<file path="config.mk">
export PLATFORM = sky130hd
export DESIGN_NAME = radix4_multiplier
export DESIGN_NICKNAME = d
export VERILOG_FILES = /design/src/common/mul_pkg.sv /design/src/hw/radix4_multiplier.sv /design/src/hw/result_stage.sv /design/src/hw/mul_control.sv /design/src/datapath/mul_datapath.sv /design/src/datapath/radix4_step.sv
export VERILOG_INCLUDE_DIRS = /design/src /design/src/common
export SDC_FILE = /design/constraint.sdc
export NUM_CORES = 1
export LEC_CHECK = 0
export ABC_CLOCK_PERIOD_IN_PS = 5500
export BUFFER_PORTS_ARGS = -buffer_cell sky130_fd_sc_hd__buf_2
export CAP_MARGIN = 30
export CORE_UTILIZATION = 38
export CTS_CLUSTER_DIAMETER = 60
export DETAILED_ROUTE_END_ITERATION = 10
export GPL_ROUTABILITY_DRIVEN = 1
export HOLD_SLACK_MARGIN = 0.12
export PLACE_DENSITY_LB_ADDON = 0.3
export SLEW_MARGIN = 10
export SYNTH_ARGS = -nofsm -noshare
export SYNTH_HDL_FRONTEND = slang
export SYNTH_SLANG_ARGS = --single-unit
</file>
<file path="constraint.sdc">
create_clock -name ctl_clk -period 5.5 [get_ports ctl_clk]
set_input_delay 1.1 -clock ctl_clk [delete_from_list [all_inputs] [get_ports ctl_clk]]
set_output_delay 1.1 -clock ctl_clk [all_outputs]
set_load 0.01 [all_outputs]
</file>
<file path="src/common/mul_settings.svh">
// Multiplier settings

`ifndef MUL_SETTINGS_SVH
`define MUL_SETTINGS_SVH

// Operand and result width
`define MUL_WIDTH 32

// Fraction bits of the fixed-point format
`define MUL_FRAC_BITS 8

// Radix-4 digits per cycle, two bits each
`define MUL_DIGITS_PER_STEP 2

// Cycles per multiplication
`define MUL_STEPS (`MUL_WIDTH / (2 * `MUL_DIGITS_PER_STEP))

`endif
</file>
<file path="src/common/mul_pkg.sv">
// Multiplier types

`default_nettype none

`include "mul_settings.svh"

package mul_pkg;

    // Operand or fixed-point result word
    typedef logic [`MUL_WIDTH-1:0] operand_t;

    // Full unsigned product
    typedef logic [2*`MUL_WIDTH-1:0] product_t;

    // Controller states
    typedef enum logic [1:0] {
        MUL_IDLE = 2'd0,
        MUL_CALC = 2'd1,
        MUL_DONE = 2'd2
    } mul_state_t;

    // Holds 0 up to MUL_STEPS
    typedef logic [3:0] step_count_t;

endpackage

`default_nettype wire

</file>
<file path="src/hw/radix4_multiplier.sv">
// Radix-4 fixed-point multiplier

`default_nettype none
`timescale 1ns/10ps

module radix4_multiplier (
    input  logic              ctl_clk,
    input  logic              reset,
    input  logic              trigger,
    input  mul_pkg::operand_t a,
    input  mul_pkg::operand_t b,
    output logic              ready,
    output logic              done,
    output mul_pkg::operand_t y,
    output logic              overflow
);

    logic              load;
    logic              step;
    logic              finish;
    mul_pkg::product_t product;

    mul_control u_mul_control (
        .ctl_clk (ctl_clk),
        .reset   (reset),
        .trigger (trigger),
        .ready   (ready),
        .load    (load),
        .step    (step),
        .finish  (finish)
    );

    mul_datapath u_mul_datapath (
        .ctl_clk (ctl_clk),
        .reset   (reset),
        .load    (load),
        .step    (step),
        .a       (a),
        .b       (b),
        .product (product)
    );

    // Product is exact once finish rises
    result_stage u_result_stage (
        .ctl_clk  (ctl_clk),
        .reset    (reset),
        .finish   (finish),
        .product  (product),
        .y        (y),
        .overflow (overflow),
        .done     (done)
    );

endmodule

`default_nettype wire

</file>
<file path="src/hw/result_stage.sv">
// Fixed-point result stage

`default_nettype none
`timescale 1ns/10ps

`include "mul_settings.svh"

module result_stage (
    input  logic              ctl_clk,
    input  logic              reset,
    input  logic              finish,
    input  mul_pkg::product_t product,
    output mul_pkg::operand_t y,
    output logic              overflow,
    output logic              done
);

    localparam int W    = `MUL_WIDTH;
    localparam int FRAC = `MUL_FRAC_BITS;

    mul_pkg::operand_t slice;
    logic              above;

    // Drop the low fraction bits of the product
    assign slice = product[FRAC+W-1:FRAC];
    assign above = |product[2*W-1:FRAC+W];

    always_ff @(posedge ctl_clk) begin
        if (!reset) begin
            y        <= '0;
            overflow <= 1'b0;
            done     <= 1'b0;
        end else if (finish) begin
            y        <= slice;
            overflow <= above;
            done     <= 1'b1;
        end else begin
            // Result holds until the next finish
            done <= 1'b0;
        end
    end

endmodule

`default_nettype wire

</file>
<file path="src/hw/mul_control.sv">
// Multiplier control

`default_nettype none
`timescale 1ns/10ps

`include "mul_settings.svh"

module mul_control (
    input  logic ctl_clk,
    input  logic reset,
    input  logic trigger,
    output logic ready,
    output logic load,
    output logic step,
    output logic finish
);

    localparam mul_pkg::step_count_t LAST_STEP = mul_pkg::step_count_t'(`MUL_STEPS);

    mul_pkg::mul_state_t  state;
    mul_pkg::mul_state_t  state_next;
    mul_pkg::step_count_t count;
    logic                 calc;

    assign calc   = (state == mul_pkg::MUL_CALC);
    // The only accept decision in the design
    assign load   = ready && trigger;
    assign step   = calc && (count < LAST_STEP);
    assign finish = calc && (count == LAST_STEP);

    always_comb begin
        case (state)
            mul_pkg::MUL_IDLE: begin
                state_next = load ? mul_pkg::MUL_CALC : mul_pkg::MUL_IDLE;
            end
            mul_pkg::MUL_CALC: begin
                state_next = finish ? mul_pkg::MUL_DONE : mul_pkg::MUL_CALC;
            end
            mul_pkg::MUL_DONE: begin
                // Back-to-back start
                state_next = load ? mul_pkg::MUL_CALC : mul_pkg::MUL_IDLE;
            end
            default: begin
                state_next = mul_pkg::MUL_IDLE;
            end
        endcase
    end

    always_ff @(posedge ctl_clk) begin
        if (!reset) begin
            state <= mul_pkg::MUL_IDLE;
            count <= '0;
            ready <= 1'b0;
        end else begin
            state <= state_next;
            // Ready follows the state being entered
            ready <= (state_next != mul_pkg::MUL_CALC);
            if (load) begin
                count <= '0;
            end else if (step) begin
                count <= count + 1'b1;
            end
        end
    end

endmodule

`default_nettype wire

</file>
<file path="src/datapath/mul_datapath.sv">
// Multiplier datapath

`default_nettype none
`timescale 1ns/10ps

`include "mul_settings.svh"

module mul_datapath (
    input  logic              ctl_clk,
    input  logic              reset,
    input  logic              load,
    input  logic              step,
    input  mul_pkg::operand_t a,
    input  mul_pkg::operand_t b,
    output mul_pkg::product_t product
);

    localparam int W     = `MUL_WIDTH;
    localparam int SHIFT = 2 * `MUL_DIGITS_PER_STEP;

    mul_pkg::operand_t    multiplicand;
    mul_pkg::product_t    acc;
    logic [W+SHIFT-1:0]   step_sum;

    // Low half starts as the multiplier and drains four bits per step
    always_ff @(posedge ctl_clk) begin
        if (!reset) begin
            multiplicand <= '0;
            acc          <= '0;
        end else if (load) begin
            multiplicand <= a;
            acc          <= {{W{1'b0}}, b};
        end else if (step) begin
            acc <= {step_sum, acc[W-1:SHIFT]};
        end
    end

    radix4_step u_radix4_step (
        .multiplicand (multiplicand),
        .acc_high     (acc[2*W-1:W]),
        .digits       (acc[SHIFT-1:0]),
        .sum          (step_sum)
    );

    assign product = acc;

endmodule

`default_nettype wire

</file>
<file path="src/datapath/radix4_step.sv">
// Radix-4 step adder

`default_nettype none
`timescale 1ns/10ps

`include "mul_settings.svh"

module radix4_step (
    input  mul_pkg::operand_t                                  multiplicand,
    input  mul_pkg::operand_t                                  acc_high,
    input  logic [2*`MUL_DIGITS_PER_STEP-1:0]                  digits,
    output logic [`MUL_WIDTH+2*`MUL_DIGITS_PER_STEP-1:0]       sum
);

    localparam int W  = `MUL_WIDTH;
    localparam int D  = `MUL_DIGITS_PER_STEP;
    localparam int SW = W + 2 * D;

    logic [W+1:0] mul_x1;
    logic [W+1:0] mul_x2;
    logic [W+1:0] mul_x3;

    // Multiples shared by all digits
    assign mul_x1 = {2'b00, multiplicand};
    assign mul_x2 = {1'b0, multiplicand, 1'b0};
    assign mul_x3 = mul_x1 + mul_x2;

    for (genvar i = 0; i < D; i++) begin : g_digit
        logic [W+1:0]  pick;
        logic [SW-1:0] partial;

        always_comb begin
            case (digits[2*i+1:2*i])
                2'd0:    pick = '0;
                2'd1:    pick = mul_x1;
                2'd2:    pick = mul_x2;
                default: pick = mul_x3;
            endcase
        end

        // Higher digits weigh four times more
        if (i == 0) begin : g_first
            assign partial = SW'(pick);
        end else begin : g_next
            assign partial = g_digit[i-1].partial + (SW'(pick) << (2 * i));
        end
    end

    // New top of the accumulator, cannot exceed SW bits
    assign sum = g_digit[D-1].partial + SW'(acc_high);

endmodule

`default_nettype wire

</file>
==> metrics, run 1 <==
Initial DRC Count=780; vias after detailed routing=10.3k; Reg2Reg Depth=22; total CTS buffers=17; dominant synthesized flop cell=dfxtp_1; Slew headroom=0.383; Crit path buffers/inverters=4; Worst Path Arrival=5.62 ns; post-route non-filler standard cell count=1906; port bufs=101; Tcrit/Tclk final=0.955; Initial Util=0.391; Final nets=1692; worst hold slack=0.457 ns; Total GRT Usage=0.219; Startpoint Class=flop; drt wl/cell=16.2 µm; chip height=169 µm; Final min period=5.26 ns; Core Util, Final=0.459; CP endpoint=u_mul_datapath.product[60]$_SDFFE_PP0P_; Slew Viols, Final=0; first-pass GRT wire length=50600 µm; CP max FO=7; CP startpoint=u_mul_datapath.multiplicand[10]$_SDFFE_PN0P_; later-pin clock latency in the skew report=0.44 ns; Via-to-Cell Ratio=5.40; layout cells sized above 1=0.167; Fin Clk Skew=0.0163 ns; Pwr Density=218 nW/µm²; total gr overflow=0; Placeable Area=27200 µm²; final RePlAce weighted congestion=0.909; drt drc=0; syn_area_per_cell=7.44 µm²; overall die area=28600 µm²; final wirelength=30900 µm; fmax=190 MHz; sequential area share after synthesis=0.258; CTS tree=built; area grow syn2layout=17.6%; status=finished, final reports clean; vias in the first global route=9703; post-place instance area=11700 µm²; Placement Setup Slack=-0.00744 ns; commonest non-fill, non-tap cell in the layout=nand2_1; largest net degree at the start of global routing=97; most frequent cells in the layout=nand2_1, a21oi_1, dfxtp_1; setup repair after global routing missed its margin=yes; cell mode on critical path=buf_4; clk sinks=137; YS warnings=0; final setup fails=0; FF-to-FF End=u_mul_datapath.product[60]$_SDFFE_PP0P_; final setup margin=0.245 ns; Root Buffer Master=clkbuf_16; Final Hold Violating Endpoints=0; Critical Path Stages=22; Chip Width=169 µm; Max Cap Violations=0; Worst-path clk slew=0.08 ns; critical-path cell list=ha_1 > nand2_1 > or3_1 > o31a_1 > o41ai_4 > buf_4 > xor2_2 > mux2i_1 > nor2_1 > a21oi_1 > fa_1 > inv_1 > ha_1 > and3_4 > buf_4 > buf_4 > a311oi_1 > o31ai_2 > a311oi_2 > xnor2_1 > nand2_1 > a21oi_1; synthesized instance count=1427; H-Tree Depth=4; Tightest Pin Transition=0.924 ns; Net Count, Synth=1598; Top delay family on crit path=compound AO/OA/AOI/OAI gates; Worst Setup End Kind=flop; number of enable flip-flop cells after synthesis=0; P_leak=5.45 nW; asr flop ratio synth=0; post-layout instance area=12500 µm²; worst hold path class=reg2reg; R2R Path Start=u_mul_datapath.multiplicand[10]$_SDFFE_PN0P_; Crit Path Category=reg2reg; clock buffer depth=2; Ant. Diodes=0; initial antenna violation count=0; Critical Path Max Stage Delay=0.52 ns; CTS Hold Bufs=0; Mapped Area=10600 µm²; I/O Pins=102; DRT antenna net count=0; row count=60; CP max stage cell=fa_1; flops & latches, synth=137; Worst VDD drop=255 µV; Post-Place Cells=1871; Fillers=2791; critical path required time=5.87 ns; first-pass detailed-route iteration total=5; distinct cell type count after synthesis=62; R2R Setup Slk=0.24 ns; hpwl dp=22600 µm
==> worst min path at each step <==
| stage | startpoint | end | cells after the start |
|---|---|---|---|
| after detailed placement | u_result_stage.y[31]$_SDFFE_PN0P_ | u_result_stage.y[31]$_SDFFE_PN0P_ | 2 |
| after CTS | u_result_stage.y[6]$_SDFFE_PN0P_ | u_result_stage.y[6]$_SDFFE_PN0P_ | 2 |
| after floorplan | u_mul_datapath.product[55]$_SDFFE_PP0P_ | u_mul_datapath.product[55]$_SDFFE_PP0P_ | 2 |
| final | u_result_stage.y[6]$_SDFFE_PN0P_ | u_result_stage.y[6]$_SDFFE_PN0P_ | 2 |
| after global placement | u_result_stage.y[25]$_SDFFE_PN0P_ | u_result_stage.y[25]$_SDFFE_PN0P_ | 2 |
| after global routing | u_result_stage.y[18]$_SDFFE_PN0P_ | u_result_stage.y[18]$_SDFFE_PN0P_ | 2 |
==> tightest hold or removal path, stage by stage, from the launching register on <==
cell and delay, ns:
dfxtp_1 0.31, nand2_1 0.05, a21oi_1 0.05
==> report_power, final <==
part           leakage, nW  switching (mW)  internal, mW  total, mW
logic                 4.04           0.285         0.169      0.454
registers             1.12          0.0456          1.03       1.08
clock network        0.287           0.579         0.615       1.19
total                 5.45           0.910          1.82       2.73
==> metal layers <==
| layer | track usage | wire length [µm] |
|---|---|---|
| met3 | 0.0261 | 1690 |
| met4 | 0.0454 | 268 |
| met1 | 0.325 | 15300 |
| met5 | 0 | 0 |
| met2 | 0.336 | 13600 |
==> logic make-up (layout without fill, tap and decap cells) <==
kind of cell | count (synthesis) | in the layout | share of synthesized area
and+or+nand+nor | 503 | 503 | 0.196
AOI/OAI and AO/OA | 415 | 415 | 0.254
buffers and inverters | 175 | 282 | 0.0619
DFF | 137 | 137 | 0.258
adders and majority gates | 104 | 104 | 0.145
xor gates and xnor gates | 57 | 57 | 0.0470
muxes | 36 | 36 | 0.0368
==> metrics by stage <==
| stage | TNS, ns | power [mW] |
|---|---|---|
| after global routing | -0.148 | 2.83 |
| after floorplan | 0 | 1.39 |
| after global placement | 0 | 1.53 |
| final | 0 | 2.73 |
| after detailed placement | -0.00744 | 1.54 |
| after CTS | 0 | 2.74 |
==> sequential cells by signal (all words and copies together) (netlist names) <==
name	count
u_result_stage.y	32
u_mul_control.count	4
u_result_stage.done	1
u_result_stage.overflow	1
u_mul_control.state	2
u_mul_datapath.multiplicand	32
u_mul_control.ready	1
u_mul_datapath.product	64
==> Yosys cell counts (all sizes together) (7+ instances only) <==
library cell	number	area, µm²
a311oi	35	313
fa	32	641
ha	72	901
dfxtp	137	2740
clkbuf	68	255
inv	97	364
a211oi	11	82.6
a21o	26	195
nor2b	7	43.8
nor2	105	394
nand3	14	70.1
xor2	25	219
mux2	24	270
a22o	9	78.8
nand2b	9	56.3
a221oi	12	118
mux2i	12	120
xnor2	32	280
nand4	7	43.8
nand2	308	1160
o21a	12	90.1
and2	12	75.1
a22oi	23	173
nor4	7	43.8
and3	8	50.1
buf	10	37.5
a21oi	170	855
nor3	15	75.1
o21ai	62	310
==> cell type report <==
class                   count  area [µm²]  area share
inverters                  97         364      0.0292
clock buffers              17         425      0.0341
repair buffers            153         928      0.0744
clock inverters            15         174      0.0139
multi-input cells        1115        7380       0.591
flip-flops and latches    137        2750       0.220
well taps                 372         465      0.0373
==> timing repair <==
item                                    in CTS  in global routing
setup buffers                                0                  2
gates resized for setup                      3                 31
endpoints found under the setup margin       3                 14
endpoints found under the hold margin        0                  0
pin swaps                                    0                 12
(Power assumes the default switching activity.)
==> run 2: changes to the inputs <==
- BUFFER_PORTS_ARGS: -buffer_cell sky130_fd_sc_hd__buf_2 -> default
- DONT_BUFFER_PORTS: default -> 1
==> metrics, run 2 (same netlist as run 1, synthesis figures left out) <==
R2R Path Start=u_mul_datapath.multiplicand[1]$_SDFFE_PN0P_; P_leak=5.01 nW (-8.0%); Fin Clk Skew=0.0167 ns (+0.000333 ns); worst hold path class=reg2reg; later-pin clock latency in the skew report=0.44 ns (about the same); area grow syn2layout=13.2%; clock share of power=0.440 (+0.002); Worst VDD drop=213 µV (-17%); Setup TNS=0 ns (unchanged); Slew headroom=0.473 (+0.0905); Reg2Reg Depth=23 (+4.5%); Final min period=5.26 ns (-0.000102 ns); final setup fails=0 (unchanged); total CTS buffers=17 (unchanged); Final nets=1589 (-6.1%); vias after detailed routing=9913 (-3.7%); H-Tree Depth=4 (unchanged); CP max FO=6 (-1); Startpoint Class=flop; Total GRT Usage=0.212 (-0.00662); I/O Pins=102 (unchanged); Pwr Density=225 nW/µm² (+2.9%); final wirelength=30200 µm (-2.3%); Tightest Pin Transition=0.788 ns (-0.137 ns); Crit path buffers/inverters=3 (-1); CP max stage cell=o41ai_4; initial antenna violation count=0 (unchanged); Pint=1.80 mW (-0.80%); clock buffer depth=2 (unchanged); fmax=190 MHz (about the same); Worst Setup End Kind=flop; largest net degree at the start of global routing=97 (unchanged); port bufs=0 (-100%); final RePlAce weighted congestion=0.908 (about the same); Placeable Area=27200 µm² (unchanged); Ant. Diodes=0 (unchanged); Fillers=2790 (-0.036%); commonest non-fill, non-tap cell in the layout=nand2_1; hold_sp=u_mul_datapath.product[13]$_SDFFE_PN0P_; Worst Path Arrival=5.60 ns (-0.02 ns); net switching power=897 µW (-1.4%); Initial DRC Count=760 (-2.6%); Slew Viols, Final=0 (unchanged); first-pass detailed-route iteration total=5 (unchanged); row count=60 (unchanged); chip height=169 µm (unchanged); Tcrit/Tclk final=0.955 (about the same); Via-to-Cell Ratio=5.50 (+1.8%); sw frac=0.333 (-0.00127); total gr overflow=0 (unchanged); most frequent cells in the layout=nand2_1, a21oi_1, dfxtp_1; clk sinks=137 (unchanged); CTS Hold Bufs=0 (unchanged); Root Buffer Master=clkbuf_16; FF-to-FF End=u_mul_datapath.product[62]$_SDFFE_PP0P_; Largest register FFs=64 (unchanged); CTS tree=built; drt drc=0 (unchanged); Worst Hold Endpoint=u_result_stage.y[5]$_SDFFE_PN0P_; first-pass GRT wire length=49100 µm (-3.0%); critical-path cell list=ha_2 > inv_1 > fa_1 > nand2b_4 > a21oi_2 > nor2_1 > o31a_1 > o41ai_4 > a21boi_2 > xnor2_2 > mux2_2 > a22oi_2 > fa_1 > inv_1 > ha_4 > a21o_1 > or3_1 > nor2_2 > nor3b_2 > buf_4 > a311oi_4 > nor2_1 > a311oi_1; R2R Setup Slk=0.24 ns (about the same); vias in the first global route=9342 (-3.7%); Final Hold Violating Endpoints=0 (unchanged); Top delay family on crit path=compound AO/OA/AOI/OAI gates; layout cells sized above 1=0.110 (-0.0565); Pwr Total=2.70 mW (-0.99%); Cells on Worst Hold Path=2 (unchanged); overall die area=28600 µm² (unchanged); Sequential Power Share=0.400 (+0.005); Max Cap Violations=0 (unchanged); Chip Width=169 µm (unchanged); Initial Util=0.391 (unchanged); Worst-path clk slew=0.08 ns (about the same); Critical Path Max Stage Delay=0.48 ns (-0.04 ns); status=finished, final reports clean; DRT antenna net count=0 (unchanged); Crit Path Category=reg2reg; critical path required time=5.85 ns (-0.02 ns); Logic pwr share=0.160 (-0.007); hpwl dp=22200 µm (-1.6%); drt wl/cell=16.8 µm (+3.3%)
## run 2: worst min-delay path, stage by stage (launching register included)
cell	delay (ns)
dfxtp_1	0.33
nand2_1	0.06
a21oi_1	0.05
## run 2: final cells by class
| type | count | area [µm²] | share of cell area |
|---|---|---|---|
| clock buffers | 17 | 425 | 0.0354 |
| clock inverters | 15 | 176 | 0.0147 |
| inverters | 97 | 365 | 0.0304 |
| multi-input cells | 1115 | 7440 | 0.619 |
| flip-flops and latches | 137 | 2750 | 0.229 |
| well taps | 372 | 465 | 0.0387 |
| repair buffers | 50 | 395 | 0.0329 |
## run 2: how the worst max path moves through the flow
stage,startpoint,end,cells past startpoint
detailed placement,u_mul_datapath.multiplicand[1]$_SDFFE_PN0P_,u_mul_datapath.product[62]$_SDFFE_PP0P_,24
global route,u_mul_datapath.multiplicand[12]$_SDFFE_PN0P_,u_mul_datapath.product[63]$_SDFFE_PP0P_,22
floorplan,u_mul_datapath.multiplicand[1]$_SDFFE_PN0P_,u_mul_datapath.product[62]$_SDFFE_PP0P_,24
finish,u_mul_datapath.multiplicand[1]$_SDFFE_PN0P_,u_mul_datapath.product[62]$_SDFFE_PP0P_,23
global placement,u_mul_datapath.multiplicand[1]$_SDFFE_PN0P_,u_mul_datapath.product[60]$_SDFFE_PP0P_,24
CTS,u_mul_datapath.multiplicand[1]$_SDFFE_PN0P_,u_mul_datapath.product[59]$_SDFFE_PP0P_,22
## run 2: metrics by stage
step / worst slack (ns) / hold slack (ns) / instance area (µm²) / utilization / cells
final: 0.245 / 0.472 / 12000 / 0.442 / 1803
after detailed placement: -0.0230 / 0.465 / 11200 / 0.411 / 1767
after global placement: 0.0725 / 0.460 / 11200 / 0.411 / 1767
after CTS: 0.0345 / 0.469 / 11800 / 0.434 / 1799
after global routing: -0.0406 / 0.483 / 12000 / 0.442 / 1803
after floorplan: 0.403 / 0.445 / 10600 / - / 1427
## run 2: timing repair
item                       CTS  global route
pin swaps                    0            11
gates resized for setup      4            36
setup endpoints to repair    2            12
buffers inserted             0             3
## run 2: power by group through the flow
stage	sequential, mW	combinational [mW]	clock [mW]
after floorplan	1.08	0.310	0
after global placement	1.10	0.411	0
after detailed placement	1.10	0.412	0
after CTS	1.08	0.416	1.21
after global routing	1.08	0.477	1.25
final	1.08	0.431	1.19
## run 2: per-layer routing
metal | share of wire | wire [µm] | up-vias | track usage
met5 | 0 | 0 | - | 0
met4 | 0.019 | 580 | 0 | 0.0619
met3 | 0.060 | 1820 | 40 | 0.0375
met2 | 0.43 | 13000 | 285 | 0.315
met1 | 0.49 | 14800 | 4635 | 0.309
li1 | - | - | 4953 | -
